===== src/common/cnn_pkg.sv =====
package cnn_pkg;

    // ==============================
    // kernel geometry
    // ==============================

    // 5x5 window per input channel
    localparam int KX = 5;
    localparam int KY = 5;

    // taps per channel with index row * KX + col
    localparam int KK = KX * KY;

    // ==============================
    // data widths
    // ==============================

    // signed weight
    localparam int W_BW = 7;

    // signed feature-map sample
    localparam int IBW = 20;

    // signed product of IBW and W_BW bits
    localparam int M_BW = IBW + W_BW;

    // per-channel kernel sum with 5 bits of growth over 25 terms
    localparam int AK_BW = M_BW + 5;

    // signed bias
    localparam int B_BW = 16;

    // unsigned activation
    localparam int O_BW = 16;

    // ==============================
    // pipeline timing
    // ==============================

    // product stage + sum stage
    localparam int KERNEL_LAT = 2;

    // kernel, channel sum, quantizer
    localparam int CORE_LAT = KERNEL_LAT + 2;

endpackage

===== src/source/act_quant.sv =====
`timescale 1ns/1ps

module act_quant #(
    parameter int IN_BW     = 34,
    parameter int OUT_SHIFT = 8
) (
    input  logic                          clk,
    input  logic                          reset_n,
    input  logic                          i_valid,
    input  logic signed [IN_BW-1:0]       i_sum,
    output logic                          o_valid,
    output logic [cnn_pkg::O_BW-1:0]      o_act
);

    // largest unsigned activation at input width
    localparam logic signed [IN_BW-1:0] O_MAX = IN_BW'((1 << cnn_pkg::O_BW) - 1);

    // ==============================
    // relu, shift, saturate
    // ==============================

    logic signed [IN_BW-1:0]    w_shift;
    logic [cnn_pkg::O_BW-1:0]   w_act;

    // truncating arithmetic shift
    assign w_shift = i_sum >>> OUT_SHIFT;

    always_comb begin
        if (i_sum[IN_BW-1]) begin
            w_act = '0;
        end else if (w_shift > O_MAX) begin
            w_act = '1;
        end else begin
            w_act = w_shift[cnn_pkg::O_BW-1:0];
        end
    end

    // output holds while invalid
    logic                     r_valid;
    logic [cnn_pkg::O_BW-1:0] r_act;

    always_ff @(posedge clk or negedge reset_n) begin
        if (!reset_n) begin
            r_valid <= 1'b0;
            r_act   <= '0;
        end else begin
            r_valid <= i_valid;
            if (i_valid) begin
                r_act <= w_act;
            end
        end
    end

    assign o_valid = r_valid;
    assign o_act   = r_act;

endmodule


===== config.mk =====
export PLATFORM = sky130hd
export DESIGN_NAME = act_quant
export DESIGN_NICKNAME = d
export VERILOG_FILES = /design/src/common/cnn_pkg.sv /design/src/source/act_quant.sv
export SDC_FILE = /design/constraint.sdc
export NUM_CORES = 1
export LEC_CHECK = 0
export BUFFER_PORTS_ARGS = -buffer_cell sky130_fd_sc_hd__buf_4
export CORE_UTILIZATION = 39
export DETAILED_ROUTE_END_ITERATION = 8
export PLACE_DENSITY = 0.75
export SYNTH_ARGS = -nofsm -noshare
export SYNTH_HDL_FRONTEND = slang
export SYNTH_SLANG_ARGS = --single-unit

===== constraint.sdc =====
create_clock -name clk -period 0.8 [get_ports clk]
set_input_delay 0.12 -clock clk [delete_from_list [all_inputs] [get_ports clk]]
set_output_delay 0.12 -clock clk [all_outputs]
set_load 0.02 [all_outputs]

Yosys cells after proc, flatten, opt, wreduce, memory -nomap -nowiden
Cells that the tools add are included.
{ "op_classes": {"order_cmp": 1, "mux": 2} }
{ "ops": {"columns": ["cell", "n"], "rows": [
  ["$mux W16", 2],
  ["$gt A26 B17 Y1 const B", 1]
]} }
{ "totals": {"register_bits": 17, "input_bits": 37} }

Depth between registers and ports, before layout
{ "depth": {"depth_word": 3, "ltp_mapped": 4} }

Worst setup path after synthesis
OpenSTA, ideal clock, no wires.
{ "synth_timing": {"kind": "input port to flip-flop", "from": "input i_sum[29]", "to": "register r_act, in the netlist o_act[0]", "setup_ns": 0.137, "arrival_ns": 0.895, "required_time_ns": 0.663, "setup_slack_ns": -0.232, "cell_stages": 4, "path_buffers": 1, "path_cell_list": "nor4_1 nand3_2 buf_6 a2bb2oi_1"} }
{ "synth_via": {"elab_chain_len": 3} }
{ "synth_rtl": {"columns": ["element", "line_no", "text"], "rows": [
  ["start: declaration", "act_quant.sv:10", "input logic signed [IN_BW-1:0] i_sum,"],
  ["$gt A26 B17 Y1", "act_quant.sv:31", "end else if (w_shift > O_MAX) begin"],
  ["$mux W16", "act_quant.sv:31", null],
  ["$mux W16", "act_quant.sv:29", "if (i_sum[IN_BW-1]) begin"],
  ["end signal: assignment", "act_quant.sv:49", "r_act <= w_act;"],
  ["end: declaration", "act_quant.sv:40", "logic [cnn_pkg::O_BW-1:0] r_act;"]
]} }
Every way passes these cells.
A chain may end at the register's enable or synchronous reset.

Worst setup path in the final report
{ "layout_timing": {"from": "register r_act, in the netlist o_act[12]", "to": "output o_act[12] (netlist name)"} }
{ "layout_lines": {"columns": ["element", "line_no", "text"], "rows": [
  ["end: declaration", "act_quant.sv:12", "output logic [cnn_pkg::O_BW-1:0] o_act"]
]} }
No word-level cell between the ends.

==> flow_summary.yaml <==
synthesis:
  synth_area_leaders: "dfrtp_1 58%, a2bb2oi_1 19%, nand2b_1 14%"
  ys_types: 9
  syn_nets: 95
  ys_seq_area_frac: 0.576
  synth_top_area_cell: "dfrtp_1"
  syn_area_um2: 738
  synth_top_area_frac: 0.576
  yosys_warnings: 0
  syn_inst: 58
  ys_ff_latch: 17
  syn_area_per_cell_um2: 12.7
clocking:
  clk_path_buf_depth: 2
  clk_latency_ns: 0.29
  cts_root_buf: "clkbuf_4"
  htree_levels: 1
  cts.reportedPaths.clkPinSlew_ns: 0.10
  cts_tree: "done"
  cts.sinks: 17
  cts_made_buffers: 3
die:
  die_h_um: 45.5
  core_area_mm2: 0.00175
  num_io_pins: 54
  fp.dieW_um: 45.5
  start_util: 0.423
  dieArea_mm2: 0.00207
  fp-row-count: 15
power:
  leakage_nw: 0.634
  ir_worst_vdd_uv: 779
  p_sw_frac: 0.275
  p_sw_mw: 0.557
  seq_power_share: 0.488
  total_power_mw: 2.03
  clkPwrFrac: 0.222
  combPwrFrac: 0.290
  p_int_mw: 1.47
  power_density_mw_per_mm2: 1550
cells_and_area:
  layout_common_cells: "37 x buf_4, 17 x dfrtp_1, 17 x buf_6, 16 x nand2b_1, 15 x a2bb2oi_1"
  diodes: 0
  syn2layout_area_growth_pct: 76.4
  drive_gt1_frac: 0.561
  mostFrequentLayoutCell: "buf_4"
  layout.nets: 152
grt:
  grt_max_degree: 19
  grt_pass1_wl_um: 2590
  antenna_found_initial: 0
  grt-ovfl-total: 0
  grt_usage: 0.178
  grt_pass1_vias: 637
critical_path:
  slowest_delay_ns: 0.42
  critical_path.cell_chain: "buf_6"
  cp_slowest_cell: "dfrtp_1"
  critPathBufInv: 1
  critical_path.max_fanout: 2
  crit_family: "flip-flops"
  critPathKind: "reg -> out"
  crit_arrival_ns: 0.85
  critical_path_required_ns: 0.68
  endpoint_kind: "primary output"
  crit_path_start_kind: "register"
detailed_routing:
  drc: 0
  vias: 648
  wl_per_cell_um: 12.6
  vias_per_cell: 4.66
  drt_first_pass_iters: 2
  drt_iter0_drc: 8
  routed_wl_um: 1750
  detail-route-antenna-nets: 0
timing:
  setup_viol: 19
  finClkSkew_ns: 0
  slew_viol_final: 0
  finalHoldViolCount: 0
  rsz0062_at_grt: "true"
  setup_ws_ns: -0.173
  relSlewSlack: 0.856
  fin_crit_sh: 1.22
  tightest_slew_ns: 0.215
  period_minus_slack_ns: 0.973
  max_freq_mhz: 1030
flow_run:
  drv_cap: 0
place:
  port_buffers: 45
  place_ws_ns: -0.286
  gp_congestion: 0.670
hold_path:
  hp-class: "in -> reg"
status:
  violations: "setup timing"
  status: "finished with violations"
[cell families after synthesis]
| group | Yosys count | synth area share |
|---|---|---|
| compound gates | 16 | 0.190 |
| buf+inv | 4 | 0.0305 |
| flops | 17 | 0.576 |
| simple gates | 21 | 0.203 |
[what timing repair did]
| action | in CTS | in global routing |
|---|---|---|
| endpoints found under the setup margin | 17 | 18 |
| endpoints found under the hold margin | 17 | 0 |
| gates resized for setup | 17 | 2 |
| buffers inserted | 3 | 3 |
| hold buffers | 1 | 0 |
[routing by layer]
metal	vias up	global-route usage	wire (µm)	part of all wire
met5	-	0	0	0
li1	321	-	-	-
met4	0	0.0727	0	0
met2	36	0.294	880	0.50
met3	0	0.0437	138	0.079
met1	291	0.221	734	0.42
[final cells by class]
cell class / count / area, µm²
Multi-Input combinational cell: 37 / 319
Clock inverter: 1 / 5.00
Clock buffer: 3 / 22.5
Tap cell: 25 / 31.3
Timing Repair Buffer: 56 / 499
Fill cell: 136 / 443
Sequential cell: 17 / 425
[stage by stage]
step	hold WS [ns]	cell area, µm²	utilization	cells	TNS, ns
6_report	0.0540	1300	0.746	139	-2.59
3_5_place_dp	-0.00761	1140	0.654	128	-4.27
3_3_place_gp	-0.00896	1140	0.654	128	-3.83
4_1_cts	0.0620	1270	0.725	136	-2.72
2_1_floorplan	-0.176	753	-	58	-1.74
5_1_grt	0.0581	1300	0.746	139	-3.30
[cell usage after synthesis]
cell type	count
a2bb2oi_1	16
nor4b_4	1
nand3_2	1
nor2_1	1
dfrtp_1	17
clkbuf_1	3
buf_6	1
nand2b_1	17
nor4_1	1
[power by group through the flow]
stage | logic [mW] | clock network (mW) | registers (mW)
6_report | 0.587 | 0.449 | 0.989
5_1_grt | 0.629 | 0.506 | 0.998
4_1_cts | 0.562 | 0.472 | 0.989
3_5_place_dp | 0.494 | 0 | 0.991
3_3_place_gp | 0.486 | 0 | 0.989
2_1_floorplan | 0.113 | 0 | 1.08
[sequential cells by signal (all words and copies together), names as in the netlist]
signal   cells
o_act       16
o_valid      1
[path summary, 6_finish.rpt]
path | from | to | slack, ns | depth (start not counted)
worst min-delay path | i_sum[13] | o_act[5] | 0.05 | 2
worst max register to register | o_act[7] | o_act[7] | -0.07 | 4
min in group asynchronous | reset_n | o_act[6] | 0.20 | 2
worst min register to register | o_act[13] | o_act[13] | 0.56 | 2
max in group asynchronous | reset_n | o_act[11] | 0.40 | 2
worst max-delay path | o_act[12] | o_act[12] | -0.17 | 1
Power figures use the tool's default switching activity.
