### src/common/cnn_pkg.sv
package cnn_pkg;

    // ==============================
    // kernel geometry
    // ==============================

    // 5x5 window per input channel
    localparam int KX = 5;
    localparam int KY = 5;

    // taps per channel with index row * KX + col
    localparam int KK = KX * KY;

    // ==============================
    // data widths
    // ==============================

    // signed weight
    localparam int W_BW = 7;

    // signed feature-map sample
    localparam int IBW = 20;

    // signed product of IBW and W_BW bits
    localparam int M_BW = IBW + W_BW;

    // per-channel kernel sum with 5 bits of growth over 25 terms
    localparam int AK_BW = M_BW + 5;

    // signed bias
    localparam int B_BW = 16;

    // unsigned activation
    localparam int O_BW = 16;

    // ==============================
    // pipeline timing
    // ==============================

    // product stage + sum stage
    localparam int KERNEL_LAT = 2;

    // kernel, channel sum, quantizer
    localparam int CORE_LAT = KERNEL_LAT + 2;

endpackage
### src/source/channel_sum.sv
`timescale 1ns/1ps

module channel_sum #(
    parameter int CI = 3
) (
    input  logic                                          clk,
    input  logic                                          reset_n,
    input  logic                                          i_valid,
    input  logic signed [CI*cnn_pkg::AK_BW-1:0]           i_kernel_acc,
    input  logic signed [cnn_pkg::B_BW-1:0]               i_bias,
    output logic                                          o_valid,
    output logic signed [cnn_pkg::AK_BW+$clog2(CI)-1:0]   o_sum
);

    // room for CI channel sums plus the bias
    localparam int S_BW = cnn_pkg::AK_BW + $clog2(CI);

    // ==============================
    // sign extension
    // ==============================

    logic signed [cnn_pkg::AK_BW-1:0] w_acc [CI];
    logic signed [S_BW-1:0]           w_ext [CI];
    logic signed [S_BW-1:0]           w_bias_ext;

    for (genvar c = 0; c < CI; c++) begin : gen_ext
        assign w_acc[c] = $signed(i_kernel_acc[c*cnn_pkg::AK_BW +: cnn_pkg::AK_BW]);
        assign w_ext[c] = S_BW'(w_acc[c]);
    end

    assign w_bias_ext = S_BW'(i_bias);

    // ==============================
    // adder tree
    // ==============================

    logic signed [S_BW-1:0] w_total;

    always_comb begin
        w_total = w_bias_ext;
        for (int c = 0; c < CI; c++) begin
            w_total = w_total + w_ext[c];
        end
    end

    // total and valid registered together
    logic                   r_valid;
    logic signed [S_BW-1:0] r_sum;

    always_ff @(posedge clk or negedge reset_n) begin
        if (!reset_n) begin
            r_valid <= 1'b0;
        end else begin
            r_valid <= i_valid;
        end
    end

    always_ff @(posedge clk or negedge reset_n) begin
        if (!reset_n) begin
            r_sum <= '0;
        end else if (i_valid) begin
            r_sum <= w_total;
        end
    end

    assign o_valid = r_valid;
    assign o_sum   = r_sum;

endmodule

### config.mk
export PLATFORM = sky130hd
export DESIGN_NAME = channel_sum
export DESIGN_NICKNAME = d
export VERILOG_FILES = /design/src/common/cnn_pkg.sv /design/src/source/channel_sum.sv
export SDC_FILE = /design/constraint.sdc
export NUM_CORES = 1
export LEC_CHECK = 0
export ABC_CLOCK_PERIOD_IN_PS = 1500
export BUFFER_PORTS_ARGS = -buffer_cell sky130_fd_sc_hd__buf_4
export CAP_MARGIN = 20
export CORE_MARGIN = 2
export CORE_UTILIZATION = 45
export DETAILED_ROUTE_END_ITERATION = 16
export PLACE_DENSITY = 0.74
export SLEW_MARGIN = 20
export SYNTH_ARGS = -nofsm -noshare
export SYNTH_HDL_FRONTEND = slang
export SYNTH_SLANG_ARGS = --single-unit
### constraint.sdc
create_clock -name clk -period 1.5 [get_ports clk]
set_clock_uncertainty 0.1 [all_clocks]
set_input_delay 0 -clock clk [delete_from_list [all_inputs] [get_ports clk]]
set_output_delay 0 -clock clk [all_outputs]
set_load 0.02 [all_outputs]
Word-level counts from Yosys, hierarchy flattened
Cells that the tools add are included.
- add/sub/neg operators: 3
- operator list (kind ; count):
    adder 33 x 32 -> 34 bit ; 1
    adder 34 x 32 -> 34 bit ; 1
    adder 16 x 32 -> 33 bit ; 1
- bits in registers: 35
- input bits: 115
- output and inout bits: 35
- logic and storage cells: 5

Logic depth before layout (Yosys ltp)
- word-level depth: 3
- depth in mapped cells: 14
- mapped depth without buffers: 13

Worst setup path before layout
No wires, ideal clock.
- path type: input to register
- from: input port i_kernel_acc[1] in the netlist's numbering
- to: register r_sum[17], in the netlist o_sum[17]
- library setup time: 0.125 ns
- arrival time: 3.131 ns
- slack: -1.856 ns
- stages on the path: 12
- buffers on the path: 0
- cell sequence: fa_1 > fa_1 > ha_1 > fa_1 > a211oi_1 > o21ai_2 > o211a_1 > nor3_1 > o21bai_1 > a21oi_1 > xnor2_1 > mux2_2
- word-level cells in the longest chain between the ends: 3
- ends and longest elaborated chain (what ; line ; RTL):
    start: declaration ; channel_sum.sv:9 ; input logic signed [CI*cnn_pkg::AK_BW-1:0] i_kernel_acc,
    adder 16 x 32 -> 33 bit ; channel_sum.sv:42 ; w_total = w_total + w_ext[c];
    adder 33 x 32 -> 34 bit ; channel_sum.sv:42 ;
    adder 34 x 32 -> 34 bit ; channel_sum.sv:42 ;
    end signal: assignment ; channel_sum.sv:62 ; r_sum <= w_total;
    end: declaration ; channel_sum.sv:48 ; logic signed [S_BW-1:0] r_sum;
Every way passes these cells.
A chain may end at the register's enable or synchronous reset.

Worst setup path after layout
Ends and elaborated chain as after synthesis.

==> impl_metrics.py <==
metrics = {
    "timing": {
        "rsz0062_at_grt": "yes",
        "fin_tns_setup_ns": -41.82,
        "tightest_slew_ns": 0.482,
        "min_period_ns": 3.15,
        "max_freq_mhz": 318,
        "slew_viol_final": 0,
        "final-hold-violation-count": 1,
        "finalSetupViolCount": 33,
        "worst_hold_slack_ns": -0.0336,
        "max_slew_margin_pct": 67.9,
        "worst_slack_ns": -1.65,
        "final.period_utilization_pct": 210,
    },
    "place": {
        "dp_worst_setup_slack_ns": -2.04,
        "io_buffer_count": 149,
        "hpwl_um": 9990,
        "gp_congestion": 0.860,
    },
    "power_and_ir_drop": {
        "p_leak_nw": 4.03,
        "p_per_area_nw_per_um2": 1520,
        "ir_drop_v": 0.000826,
    },
    "cts": {
        "cts.sinks": 35,
        "cts_tree": "done",
        "worstSkewPairLatency_ns": 0.30,
        "hold_buffers": 2,
        "clockBufferDepth": 2,
        "cts_buffers": 5,
        "cts_max_level": 2,
        "root_buffer": "clkbuf_8",
        "path_clk_slew_ns": 0.08,
    },
    "setup_path": {
        "reg2reg_from": "o_sum[26]",
        "path_class": "in -> reg",
        "endpoint_kind": "flip-flop",
        "reg2reg_to": "o_sum[26]",
        "crit_fanout": 3,
        "start_kind": "input port",
        "rrSetupSlack_ns": 0.55,
        "crit_start": "i_kernel_acc[1]",
        "required_ns": 1.59,
        "arrival_ns": 3.23,
        "reg2regPathDepth": 3,
        "cp-endpoint": "o_sum[17]",
    },
    "outcome": {
        "status": "complete, but fails checks",
        "violations": "negative hold slack, negative setup slack",
    },
    "logic_synthesis": {
        "yosysSeqAreaShare_pct": 17.8,
        "synth_seq_cells": 35,
        "ys_types": 60,
        "synthTopCellsByArea": "fa_1 26%, dfrtp_1 18%, inv_1 12%",
        "synth_edf_count": 0,
        "synth_top_family_by_area": "adder cells",
        "synth-compound-area-share_pct": 16.7,
        "netlist.top_cell.by_area": "fa_1",
        "synthXorXnorAreaFrac_pct": 4.63,
        "syn-instance-count": 534,
        "synth_ff_type": "dfrtp_1",
        "syn_nets": 747,
        "yosysTopAreaCellShare_pct": 26.4,
        "yosysWarnings": 0,
        "syn_avg_cell_area_um2": 9.21,
        "synth_area_um2": 4920,
        "synth.area.mux_share_pct": 5.04,
        "synthArstFlopShare_pct": 100,
        "synth_fa_ha_area_share_pct": 34.8,
        "synth_simple_gate_area_share_pct": 6.71,
    },
    "die": {
        "dieWidth_um": 109,
        "initial_core_util_pct": 45.8,
        "dieHeight_um": 109,
        "io_pins": 150,
        "core_area_um2": 10700,
        "dieArea_um2": 11800,
        "rows": 38,
    },
    "layout": {
        "final_core_util_pct": 72.4,
        "diodes": 0,
        "areaGrowthSynthToFinish_pct": 58.2,
        "mostFrequentLayoutCell": "buf_4",
        "final_cell_mix": "241 x buf_4, 143 x inv_1, 62 x fa_1",
        "nets": 1004,
        "layout-drive-gt1-share_pct": 48.9,
    },
    "job": {
        "cap_violations": 0,
    },
    "drt": {
        "drt_iter0_markers": 193,
        "drt-total-wl_um": 13700,
        "num_vias": 4619,
        "ant_nets": 0,
        "firstDrtPassIters": 4,
        "wire_per_inst_um": 14.8,
        "vias_per_cell": 4.96,
        "drc": 0,
    },
    "global_routing": {
        "grt_overflow": 0,
        "grt_pass1_vias": 4971,
        "grt_max_degree": 36,
        "grt_pass1_wl_um": 21600,
        "grt_usage_pct": 22.7,
        "antenna_found_initial": 0,
    },
    "worst_hold_path": {
        "hp-class": "in -> reg",
    },
}
-- registers in the layout, summed over array words and instances, names as in the netlist --
signal   flops
o_sum       34
o_valid      1
-- logic make-up after synthesis --
logic type | after synthesis
fa+ha+maj | 98
simple gates | 69
buf+inv | 170
xor+xnor | 26
mux | 22
flops | 35
compound gates | 114
-- synthesized netlist by cell type, drive strengths merged (5+ instances only) --
master   number
o211ai        5
a21oi        34
mux2         22
xor2          9
xnor2        17
nor2         15
inv         158
o21ai        16
o21bai        5
a2111oi       5
ha           33
a211oi        6
fa           65
nand2        24
dfrtp        35
nand4         8
a31oi         5
clkbuf        7
nor3          6
a21o         15
-- timing repair --
action                                  4_1_cts  5_1_grt
endpoints found under the hold margin        44        1
endpoints found under the setup margin       33       33
gates resized for setup                      78       41
pin swaps                                    44       44
setup buffers                                12       11
-- per-layer routing --
| layer | GRT usage, % | share of wire (%) |
|---|---|---|
| met3 | 2.47 | 4.8 |
| met4 | 6.96 | 2.8 |
| met5 | 0 | 0 |
| met1 | 27.0 | 40 |
| met2 | 42.5 | 53 |
-- critical path, cell delays in order --
cell and delay [ns]:
buf_6 0.09, fa_1 0.57, fa_1 0.47, ha_4 0.19, fa_2 0.36, a211oi_4 0.27
o21ai_2 0.11, buf_4 0.15, o211a_1 0.24, nor3_4 0.16, o21bai_1 0.08, a21oi_1 0.19
xnor2_1 0.09, mux2_4 0.26
-- worst min path at each step --
stage          startpoint       end  slack, ns  cells past startpoint
2_1_floorplan     reset_n  o_sum[0]      -0.40                      0
3_3_place_gp      reset_n  o_sum[0]      -0.11                      1
3_5_place_dp      reset_n  o_sum[2]      -0.10                      1
4_1_cts         i_bias[0]  o_sum[0]      -0.04                      3
5_1_grt         i_bias[0]  o_sum[0]      -0.03                      3
6_report        i_bias[0]  o_sum[0]      -0.03                      3
-- power by group --
part / internal, mW / leakage (nW) / switching (mW)
clock: 0.325 / 0.0412 / 0.398
combinational: 4.87 / 3.58 / 4.54
sequential: 1.41 / 0.409 / 0.311
total: 6.61 / 4.03 / 5.25
-- cell type report --
class | instances | area [um2]
well taps | 140 | 175
flip-flops and latches | 35 | 876
multi-input cells | 329 | 3980
repair buffers | 262 | 2060
clock inverters | 2 | 12.5
clock buffers | 6 | 72.6
fillers | 764 | 2960
inverters | 158 | 614
-- through the flow --
step	std cells	hold WS [ns]	instance area (um2)	total power [mW]
final	932	-0.0336	7780	11.9
after global placement	905	-0.108	6990	9.13
after CTS	927	-0.0392	7550	11.1
after floorplan	534	-0.396	5090	6.26
after global routing	932	-0.0332	7780	12.6
after detailed placement	905	-0.101	6990	9.30
(Power assumes the default switching activity.)
