===== config.mk =====
export PLATFORM = sky130hd
export DESIGN_NAME = weight_bank
export DESIGN_NICKNAME = d
export VERILOG_FILES = /design/src/common/cnn_pkg.sv /design/src/source/weight_bank.sv
export SDC_FILE = /design/constraint.sdc
export NUM_CORES = 1
export LEC_CHECK = 0
export BUFFER_PORTS_ARGS = -buffer_cell sky130_fd_sc_hd__buf_4
export CAP_MARGIN = 25
export CORE_AREA = 5 5 283 285
export CTS_BUF_LIST = sky130_fd_sc_hd__clkbuf_16
export DETAILED_ROUTE_END_ITERATION = 16
export DIE_AREA = 0 0 288 290
export HOLD_SLACK_MARGIN = 0.05
export PLACE_DENSITY = 0.59
export SLEW_MARGIN = 10
export SYNTH_ARGS = -nofsm -noshare
export SYNTH_HDL_FRONTEND = slang
export SYNTH_SLANG_ARGS = --single-unit

===== constraint.sdc =====
create_clock -name clk -period 1.2 [get_ports clk]
set_input_delay 0.06 -clock clk [delete_from_list [all_inputs] [get_ports clk]]
set_output_delay 0.06 -clock clk [all_outputs]
set_load 0.05 [all_outputs]

===== src/common/cnn_pkg.sv =====
package cnn_pkg;

    // ==============================
    // kernel geometry
    // ==============================

    // 5x5 window per input channel
    localparam int KX = 5;
    localparam int KY = 5;

    // taps per channel with index row * KX + col
    localparam int KK = KX * KY;

    // ==============================
    // data widths
    // ==============================

    // signed weight
    localparam int W_BW = 7;

    // signed feature-map sample
    localparam int IBW = 20;

    // signed product of IBW and W_BW bits
    localparam int M_BW = IBW + W_BW;

    // per-channel kernel sum with 5 bits of growth over 25 terms
    localparam int AK_BW = M_BW + 5;

    // signed bias
    localparam int B_BW = 16;

    // unsigned activation
    localparam int O_BW = 16;

    // ==============================
    // pipeline timing
    // ==============================

    // product stage + sum stage
    localparam int KERNEL_LAT = 2;

    // kernel, channel sum, quantizer
    localparam int CORE_LAT = KERNEL_LAT + 2;

endpackage

===== src/source/weight_bank.sv =====
`timescale 1ns/1ps

module weight_bank #(
    parameter int CI = 3
) (
    input  logic                                       clk,
    input  logic                                       reset_n,
    input  logic                                       i_w_wr,
    input  logic [((CI > 1) ? $clog2(CI) : 1)-1:0]     i_w_ch,
    input  logic [cnn_pkg::KK*cnn_pkg::W_BW-1:0]       i_w_data,
    input  logic                                       i_b_wr,
    input  logic signed [cnn_pkg::B_BW-1:0]            i_b_data,
    output logic [CI*cnn_pkg::KK*cnn_pkg::W_BW-1:0]    o_weights,
    output logic signed [cnn_pkg::B_BW-1:0]            o_bias
);

    localparam int ROW_BW = cnn_pkg::KK * cnn_pkg::W_BW;

    // ==============================
    // weight rows
    // ==============================

    logic [CI-1:0][ROW_BW-1:0] r_weights;
    logic [CI-1:0]             w_row_we;

    // indices of CI and above match no row
    for (genvar c = 0; c < CI; c++) begin : gen_row
        assign w_row_we[c] = i_w_wr && (int'(i_w_ch) == c);

        always_ff @(posedge clk or negedge reset_n) begin
            if (!reset_n) begin
                r_weights[c] <= '0;
            end else if (w_row_we[c]) begin
                r_weights[c] <= i_w_data;
            end
        end
    end

    // ==============================
    // bias
    // ==============================

    logic signed [cnn_pkg::B_BW-1:0] r_bias;

    always_ff @(posedge clk or negedge reset_n) begin
        if (!reset_n) begin
            r_bias <= '0;
        end else if (i_b_wr) begin
            r_bias <= i_b_data;
        end
    end

    // channel c in slice c
    assign o_weights = r_weights;
    assign o_bias    = r_bias;

endmodule


### Yosys cells after proc, flatten, opt, wreduce, memory -nomap -nowiden

Cells that the tools add are included.

* register bits after elaboration: 541
* output and inout port bits: 541

* equality and inequality tests: 2
* reductions and logical operators: 4

Operator list (count)
* $eq 2x2->1 const B: 2
* $logic_and 1x1->1: 3
* $logic_not 2->1: 1

### Logic depth before layout (Yosys ltp)

Gate-level depths: netlist of run 1.

* depth in word-level cells: 2
* mapped depth: 4
* depth with buffers taken out: 2

### Worst setup path before layout of run 1

OpenSTA, ideal clock, no wires.

* path kind: input -> register
* from: in i_w_ch[0] in the netlist's numbering
* to: reg r_weights (netlist bit o_weights[124])
* library setup time: 0.125 ns
* arrival time: 1.005 ns
* slack: 0.070 ns
* cell stages on the path: 4
* buffers on the path: 2
* path through: nor3b_2 buf_2 buf_4 mux2_2

* longest elaborated chain between the ends: 2

Ends and longest elaborated chain
* from (decl): RTL line weight_bank.sv:9 `input logic [((CI > 1) ? $clog2(CI) : 1)-1:0] i_w_ch,`
* $logic_not 2->1: RTL line weight_bank.sv:28 `assign w_row_we[c] = i_w_wr && (int'(i_w_ch) == c);`
* $logic_and 1x1->1: RTL line weight_bank.sv:28
* to (signal, indexed assignment): RTL line weight_bank.sv:34 `r_weights[c] <= i_w_data;`
* to (decl): RTL line weight_bank.sv:23 `logic [CI-1:0][ROW_BW-1:0] r_weights;`

No other way between the ends.
A chain may end at the register's enable or synchronous reset.

### Worst setup path after layout of run 1

* from: reg r_weights (netlist bit o_weights[188])
* to: out o_weights[188] in the netlist's numbering

RTL lines
* to (decl): RTL line weight_bank.sv:13 `output logic [CI*cnn_pkg::KK*cnn_pkg::W_BW-1:0] o_weights,`

No word-level cell between the ends.

==> summary.txt, run 1 <==
Worst setup path
  – Crit-path cells: buf_6
  – Worst EP arrival: 1.21 ns
  – WS Path Type: reg -> out
  – Kind of end point of the critical path: primary output
  – Max incr delay on CP: 0.43 ns
  – Data required, critical path: 1.14 ns
  – Crit-path slowest cell: dfrtp_1
  – Worst-path maximum fanout: 2
  – Crit path launch type: register
  – Crit-path leading delay family: flip-flops
  – Crit path buf inv count: 1

Synth
  – Cell count after synthesis: between 1,000 and 1,500
  – Adder-cell share of the synthesized area: 0%
  – Simple-Gate Fraction of Synth Area: less than 1%
  – Avg Cell Area, Syn: 17.5 sq um
  – Largest family of logic cells by synthesized area: multiplexers
  – Top cells by area, synth: dfrtp_1, mux2_2, buf_2
  – Largest area contributor in the netlist: dfrtp_1
  – Mapped Area: 20,000 sq um
  – Share of the synthesized area in the top cell type: 67.7%
  – Synth cell types: 7
  – Post-synth EDFFs: 0
  – FFs w/ async S/R, synth: 100%
  – Synth cell count leaders: dfrtp_1, mux2_2, buf_2
  – XOR/XNOR Fraction of Synth Area: 0%
  – Seq/Total Area, Yosys: between 60 and 70%
  – Flops & latches, synth: approximately 540
  – Main synth FF type: dfrtp_1
  – Mapped Nets: roughly 1,300
  – Synth warn: 0
  – Mux cell area share after synthesis: a little under a third
  – Post-synthesis compound-gate area fraction: 0%

Clock network
  – CTS H-Tree Depth: 2
  – Worst-Skew Late Latency: between 0.5 and 0.6 ns
  – TritonCTS clock tree: built
  – Inserted Clock Buffers: 58
  – Worst-path clk slew: about 0.06 ns
  – CTS max path bufs: 3
  – Clk root buf: clkbuf_16
  – CTS sink count: around 540

Power and ir drop
  – Pwr Density: between 2000 and 2500 nW/um^2
  – Worst vdd ir: 1.35 mV
  – Clock share of power: around a quarter
  – Comb pwr share: between 40% and 50%
  – Switching Fraction: just under 40%
  – Sequential Power Share: between 30 and 40%
  – Sw power: 26,600 uW
  – Overall power: 68,700 uW
  – Pint: approximately 42,000 uW
  – P_leak: between 0.015 and 0.02 uW

Die
  – # IOs: 738
  – Die width: 288 um
  – Chip height: around 290 um
  – Core area: approximately 77,000 sq um
  – Die area: between 80,000 and 90,000 sq um
  – Std-Cell Rows: 102
  – Initial Utilization: 25.9%

STA
  – FMAX: approximately 0.8 GHz
  – Final period utilization: 106%
  – Final setup margin: -0.0696 ns
  – Final Hold Viols: 0
  – Final setup vio count: 260
  – Slew headroom: 64.4%
  – Slew Limit Fails: 0
  – Setup TNS Final: -2.43 ns
  – Clock Skew: 0 ns
  – Slew @ Worst Pin: approximately 0.53 ns
  – Period minus WS final: 1.27 ns
  – RSZ-0062 raised after global routing: yes

GRT
  – First-pass GRT wire length: between 90,000 and 100,000 um
  – Initial antenna violation count: 3
  – Pin count of the biggest net entering global routing: approximately 80
  – GRT Overall Usage: around 15%
  – Vias in the first global route: 16,170
  – Total grt overflow: 0

Routing
  – Iteration-0 DRC Markers: approximately 280
  – Post-route ant nets: 0
  – Vias/cell: 4.23
  – DRC: 0
  – Drt wl/cell: 19.5 um
  – DR pass1 iterations: 4
  – DRT Wirelength: 65,500 um
  – Vias: ~14,000

Run status
  – Status: finished, violations left
  – Failing checks: setup timing

Placement
  – I/O Buffers: approximately 740
  – DP Wirelength: ~47,000 um
  – Final GP Congestion: a little over 0.8

Finish
  – Fill cells: around 6,800
  – Layout cells sized above 1: 67.4%
  – Area grow syn2layout: 71.1%
  – NumNets Final: 2,482

Min path
  – Hold WC Path Type: in -> async

Job
  – MaxCap Viol Count: 0
-- through the flow --
step	hold slack, ns	area, sq um	utilization, %	cells	setup slack, ns
2_1_floorplan	-0.236	20000	-	1144	0.0699
3_3_place_gp	-0.0289	27700	36.0	2968	-0.225
3_5_place_dp	-0.0272	27700	36.0	2968	-0.238
4_1_cts	0.147	33800	43.9	3314	-0.134
5_1_grt	0.183	34200	44.4	3367	-0.128
6_report	0.186	34200	44.4	3368	-0.0696
-- worst paths after layout --
check / start / to / slack [ns] / cells after the start
setup / recovery: o_weights[188] / o_weights[188] / -0.07 / 1
hold / removal: reset_n / o_weights[470] / 0.19 / 3
setup reg to reg: o_weights[88] / o_weights[88] / 0.13 / 3
hold reg to reg: o_weights[305] / o_weights[305] / 0.53 / 1
max in group asynchronous: reset_n / o_weights[231] / 0.06 / 3
min in group clk: i_w_ch[1] / o_weights[77] / 0.20 / 5
-- layout make-up --
| type | count | area (sq um) | area share, % |
|---|---|---|---|
| clock buffers | 61 | 1530 | 4.46 |
| well taps | 1040 | 1300 | 3.80 |
| diodes | 3 | 7.51 | 0.0219 |
| flip-flops and latches | 541 | 13500 | 39.6 |
| multi-input cells | 544 | 6130 | 17.9 |
| clock inverters | 39 | 230 | 0.673 |
| repair buffers | 1140 | 11500 | 33.6 |
-- power by group through the flow --
stage,Combinational [uW],Sequential (uW),Clock [uW]
2_1_floorplan,3400,35800,0
3_3_place_gp,24000,23900,0
3_5_place_dp,24300,23900,0
4_1_cts,27500,24300,17200
5_1_grt,28700,24700,17900
6_report,27800,24300,16600
-- placed cells by master, fill, tap and decap left out --
cell and n:
clkinvlp_4 3, dfrtp_1 540, nand3b_1 2, clkbuf_16 61
buf_4 371, dlygate4sd3_1 194, bufinv_16 2, buf_12 33
inv_1 11, clkinv_4 1, mux2_2 541, buf_6 541
clkinv_1 10, nor3b_4 1, buf_8 1, clkinv_2 12
diode_2 3, dfrtp_2 1
-- kinds of logic (layout without fill, tap and decap cells) --
| group | after synthesis | count (layout) |
|---|---|---|
| buffers and inverters | 59 | 1240 |
| flip-flops | 541 | 541 |
| multiplexers | 541 | 541 |
| other | 0 | 3 |
| AND/OR/NAND/NOR | 3 | 3 |
-- sequential cells by signal (all words and copies together), names as in the netlist --
register	cells
o_weights	525
o_bias	16
-- metal layers --
metal / global-route usage, % / vias up / routed length, um
met2: 27.1 / 527 / 34000
met1: 16.7 / 7238 / 23900
met4: 5.69 / 0 / 2600
li1: - / 6333 / -
met3: 4.39 / 136 / 4970
met5: 0 / - / 0
-- what timing repair did --
action                                   CTS  global route
resized for setup                        542             0
hold buffers                             194             1
endpoints found under the setup margin   541           549
setup buffers                             52            51
hold endpoints to repair                1082             8
pin swaps                                  0             0
No activity file was read; power rests on OpenSTA's default activity.
==> inputs of run 2 (changes only) <==
--- a/config.mk
+++ b/config.mk
@@ -12,7 +12,7 @@
 export DETAILED_ROUTE_END_ITERATION = 16
 export DIE_AREA = 0 0 288 290
 export HOLD_SLACK_MARGIN = 0.05
-export PLACE_DENSITY = 0.59
+export PLACE_DENSITY_LB_ADDON = 0.3
 export SLEW_MARGIN = 10
 export SYNTH_ARGS = -nofsm -noshare
 export SYNTH_HDL_FRONTEND = slang
==> run 2 against run 1 <==
The run still ends with setup timing left; register-to-register slack about the same; sequential power hardly changed; sequential share of layout area up 0.085 points; combinational power hardly changed; cell area is 0.22% lower; critical path depth did not move; count of clock-buffer cells in the layout decreased by 2; clock power grew 7%.
==> summary.txt, run 2 (same netlist as run 1, synthesis figures left out) <==
Placement
  – Final GP Congestion: ~0.8
  – I/O Buffers: 737
  – DP Wirelength: approximately 49,000 um

Worst setup path
  – Max incr delay on CP: 0.42 ns
  – Crit-path leading delay family: flip-flops
  – Worst EP arrival: roughly 1.2 ns
  – Crit-path cells: buf_6
  – WS Path Type: reg -> out
  – Crit-path slowest cell: dfrtp_1
  – Data required, critical path: about 1.1 ns
  – Crit path launch type: register
  – Kind of end point of the critical path: primary output
  – Crit path buf inv count: 1
  – Worst-path maximum fanout: 2

Finish
  – Fill cells: between 6,000 and 7,000
  – Max reg flops: 525
  – Most frequent cells in the layout: mux2_2, dfrtp_1, buf_6, buf_4, dlygate4sd3_1
  – Layout cells sized above 1: between 60% and 70%
  – Sequential cell area: 13,500 sq um
  – NumNets Final: approximately 2,500
  – Area grow syn2layout: 70.7%
  – Antenna cells: 0
  – Area of the multi-input gates: roughly 6000 sq um

STA
  – Setup TNS Final: -3.93 ns
  – Final period utilization: 105%
  – Final setup margin: -0.0576 ns
  – Slew @ Worst Pin: 0.435 ns
  – Slew headroom: a little under three quarters
  – Clock Skew: 0 ns
  – FMAX: roughly 0.80 GHz
  – Period minus WS final: 1.26 ns
  – RSZ-0062 raised after global routing: yes
  – Final Hold Viols: 0
  – Final setup vio count: 336
  – Slew Limit Fails: 0

Routing
  – DRT Wirelength: around 66,000 um
  – Iteration-0 DRC Markers: 335
  – DR pass1 iterations: 4
  – Vias/cell: between 4 and 5
  – Vias: 14,094
  – DRC: 0
  – Drt wl/cell: between 15 and 20 um
  – Post-route ant nets: 0

Clock network
  – Worst-path clk slew: roughly 0.060 ns
  – TritonCTS clock tree: built
  – CTS H-Tree Depth: 2
  – Clk root buf: clkbuf_16
  – Inserted Clock Buffers: 59
  – Worst-Skew Late Latency: 0.59 ns
  – CTS sink count: approximately 540
  – CTS max path bufs: 3

Run status
  – Status: finished, violations left
  – Failing checks: setup timing

Min path
  – Hold WC Path Type: in -> reg

Die
  – # IOs: roughly 740
  – Die width: roughly 290 um
  – Chip height: between 200 and 300 um
  – Core area: ~77,000 sq um
  – Die area: 83,500 sq um
  – Std-Cell Rows: around 100
  – Initial Utilization: between 20% and 30%

GRT
  – Vias in the first global route: ~16,000
  – Pin count of the biggest net entering global routing: 75
  – GRT Overall Usage: roughly 15%
  – First-pass GRT wire length: a little under 100,000 um
  – Total grt overflow: 0
  – Initial antenna violation count: 0

Power and ir drop
  – Worst vdd ir: roughly 1.4 mV
  – P_leak: between 0.015 and 0.02 uW
  – Pwr Density: ~2000 nW/um^2
  – Overall power: 69,900 uW

Job
  – MaxCap Viol Count: 0
==> run 2: path summary, 6_finish.rpt <==
check / startpoint / endpoint / slack [ns] / cells after the start
worst max-delay path: o_weights[78] / o_weights[78] / -0.06 / 1
max in group asynchronous: reset_n / o_weights[240] / 0.58 / 3
worst min register to register: o_weights[496] / o_weights[496] / 0.53 / 1
worst max register to register: o_weights[431] / o_weights[431] / 0.13 / 3
min in group asynchronous: reset_n / o_weights[167] / 0.18 / 3
worst min-delay path: i_w_ch[1] / o_weights[113] / 0.06 / 4
==> run 2: per-stage QoR <==
| stage | util, % | instance area, sq um | instances | hold WS [ns] | setup slack (ns) |
|---|---|---|---|---|---|
| global route | 44.3 | 34100 | 3358 | 0.0346 | -0.122 |
| CTS | 43.8 | 33800 | 3308 | -0.00375 | -0.119 |
| finish | 44.3 | 34100 | 3358 | 0.0639 | -0.0576 |
| floorplan | - | 20000 | 1144 | -0.236 | 0.0699 |
| detailed placement | 35.6 | 27500 | 2951 | -0.0327 | -0.237 |
| global placement | 35.6 | 27500 | 2951 | -0.0396 | -0.254 |
==> run 2: metal layers <==
| metal | part of all wire [%] | vias to the layer above | global-route usage, % | wire, um |
|---|---|---|---|---|
| met2 | 52 | 479 | 27.4 | 34700 |
| met5 | 0 | - | 0 | 0 |
| met4 | 3.3 | 0 | 4.78 | 2160 |
| met1 | 37 | 7178 | 17.1 | 24700 |
| met3 | 7.3 | 117 | 4.44 | 4870 |
| li1 | - | 6320 | - | - |
==> run 2: cell type report <==
cell class / instances / area share [%]
clock inverter: 48 / 1.22
sequential: 541 / 39.6
tap: 1040 / 3.81
timing repair buffer: 1126 / 33.1
multi-input combinational: 544 / 17.9
clock buffer: 59 / 4.32
==> run 2: worst register-to-register path: stages, from the launching register on <==
cell	delay [ns]
dfrtp_1	0.40
buf_4	0.14
buf_4	0.13
mux2_2	0.28
==> run 2: what timing repair did <==
item | 4_1_cts | 5_1_grt
endpoints found under the setup margin | 541 | 541
hold buffers | 194 | 1
resized for setup | 541 | 0
endpoints found under the hold margin | 1082 | 4
setup buffers | 56 | 49
==> run 2: power breakdown <==
part	leakage (uW)	total (uW)	internal (uW)	switching, uW
Clock	0.000969	17800	10400	7390
Sequential	0.00640	24300	21700	2600
Combinational	0.00833	27800	11000	16800
==> inputs of run 3 (changes only) <==
--- a/config.mk
+++ b/config.mk
@@ -7,10 +7,10 @@
 export LEC_CHECK = 0
 export BUFFER_PORTS_ARGS = -buffer_cell sky130_fd_sc_hd__buf_4
 export CAP_MARGIN = 25
-export CORE_AREA = 5 5 283 285
+export CORE_AREA = 5 5 284 286
 export CTS_BUF_LIST = sky130_fd_sc_hd__clkbuf_16
 export DETAILED_ROUTE_END_ITERATION = 16
-export DIE_AREA = 0 0 288 290
+export DIE_AREA = 0 0 289 291
 export HOLD_SLACK_MARGIN = 0.05
 export PLACE_DENSITY_LB_ADDON = 0.3
 export SLEW_MARGIN = 10
==> run 3 against run 2 <==
The run still ends with setup timing left; clock skew unchanged; critical endpoint is now o_weights[8]; via count is essentially flat; worst hold slack got worse by 0.016 ns; global-route usage rose by 0.35 points; die area rose by 0.69%; clock power shrank 6%; sequential power about the same; setup slack got worse by 0.0063 ns.
==> summary.txt, run 3 (same netlist as run 1, synthesis figures left out) <==
Run status
  – Status: finished, violations left
  – Failing checks: setup timing

Worst setup path
  – Worst-path maximum fanout: 2
  – Crit path buf inv count: 1
  – Max incr delay on CP: roughly 0.44 ns
  – Crit-path cells: buf_6
  – WS Path Type: reg -> out
  – Crit-path slowest cell: dfrtp_2
  – Kind of end point of the critical path: primary output
  – Crit path launch type: register
  – Worst EP arrival: ~1.2 ns
  – Data required, critical path: around 1.1 ns
  – Crit-path leading delay family: flip-flops

Finish
  – Layout cells sized above 1: approximately 67%
  – Area grow syn2layout: 70.9%
  – Final cell count without fillers: ~3,400
  – Max reg flops: 525
  – Post-route cell area: 34,200 sq um
  – Most frequent cells in the layout: mux2_2, buf_6, dfrtp_1, buf_4, dlygate4sd3_1
  – Antenna cells: 0
  – NumNets Final: 2,463
  – Fill cells: around 7,000

Power and ir drop
  – Overall power: 68,900 uW
  – Worst vdd ir: 1.32 mV
  – P_leak: around 0.016 uW
  – Pwr Density: between 2000 and 2500 nW/um^2

Clock network
  – Worst-Skew Late Latency: between 0.5 and 0.6 ns
  – CTS H-Tree Depth: 2
  – TritonCTS clock tree: built
  – Worst-path clk slew: 0.06 ns
  – CTS max path bufs: 3
  – Inserted Clock Buffers: 59
  – Clk root buf: clkbuf_16
  – CTS sink count: roughly 540

STA
  – FMAX: slightly below 0.8 GHz
  – Setup TNS Final: -4.30 ns
  – Clock Skew: 0 ns
  – Slew @ Worst Pin: 0.559 ns
  – Final setup vio count: roughly 380
  – Final Hold Viols: 0
  – RSZ-0062 raised after global routing: yes
  – WHS: about 0.048 ns
  – Period minus WS final: between 1 and 1.5 ns
  – Slew headroom: between 60% and 70%
  – Slew Limit Fails: 0
  – Final setup margin: -0.0639 ns
  – Final period utilization: 105%

Routing
  – DRC: 0
  – Post-route ant nets: 0
  – Vias/cell: between 4 and 5
  – DR pass1 iterations: 4
  – DRT Wirelength: slightly below 70,000 um
  – Drt wl/cell: around 20 um
  – Vias: ~14,000
  – Iteration-0 DRC Markers: a little over 300

Placement
  – DP Wirelength: between 50,000 and 60,000 um
  – Placed instance area: 27,700 sq um
  – Final GP Congestion: 0.810
  – Post-placement cell count: roughly 3,000
  – I/O Buffers: around 740

GRT
  – Total grt overflow: 0
  – First-pass GRT wire length: 101,000 um
  – Pin count of the biggest net entering global routing: 57
  – Initial antenna violation count: 1
  – Vias in the first global route: between 15,000 and 20,000
  – GRT Overall Usage: 15.5%

Die
  – Die area: approximately 84,000 sq um
  – Std-Cell Rows: between 100 and 150
  – Initial Utilization: approximately a quarter
  – Core area: approximately 80,000 sq um
  – Die width: roughly 290 um
  – # IOs: around 740
  – Chip height: around 290 um

Min path
  – Hold WC Path Type: in -> reg

Job
  – MaxCap Viol Count: 0
[run 3: cell count changes in the layout (fill, tap and decap cells not counted), sizes merged]
cell / before / now
buf: 932 / 926
bufinv: 7 / 2
clkinvlp: 2 / 4
inv: 10 / 14
[run 3: cell type report]
class,count,area (sq um),share of cell area (%)
Multi-Input combinational cell,544,6130,17.9
Clock buffer,59,1480,4.32
Sequential cell,541,13500,39.6
Timing Repair Buffer,1120,11400,33.4
Clock inverter,49,307,0.897
Tap cell,1050,1310,3.84
[run 3: through the flow]
stage	setup WS, ns	util, %
2_1_floorplan	0.0699	-
3_3_place_gp	-0.285	35.5
3_5_place_dp	-0.274	35.5
4_1_cts	-0.140	43.3
5_1_grt	-0.134	43.8
6_report	-0.0639	43.8
[run 3: final timing paths]
check,startpoint,to,slack [ns],cells after the start
max,o_weights[8],o_weights[8],-0.06,1
min,i_w_ch[1],o_weights[152],0.05,4
max reg2reg,o_weights[44],o_weights[44],0.18,3
min reg2reg,o_weights[204],o_weights[204],0.53,1
max in group asynchronous,reset_n,o_weights[435],0,3
min in group asynchronous,reset_n,o_weights[65],0.23,3
[run 3: where the power goes]
group	leakage (uW)	internal, uW	switching [uW]
combinational	0.00836	10900	16900
clock	0.000923	9340	7400
sequential	0.00640	21700	2570
[run 3: timing repair]
action / CTS / global route
setup endpoints to repair: 541 / 550
buffers inserted: 48 / 46
hold buffers: 194 / 1
resized for setup: 542 / 0
hold endpoints to repair: 1082 / 14
pin swaps: 0 / 0
cloned: 0 / 0
[run 3: per-layer routing]
layer	vias up	track usage, %	part of all wire [%]
met1	7208	16.9	36
met5	-	0	0.019
met4	2	5.56	3.9
met2	450	28.4	53
li1	6318	-	-
met3	121	4.43	7.0
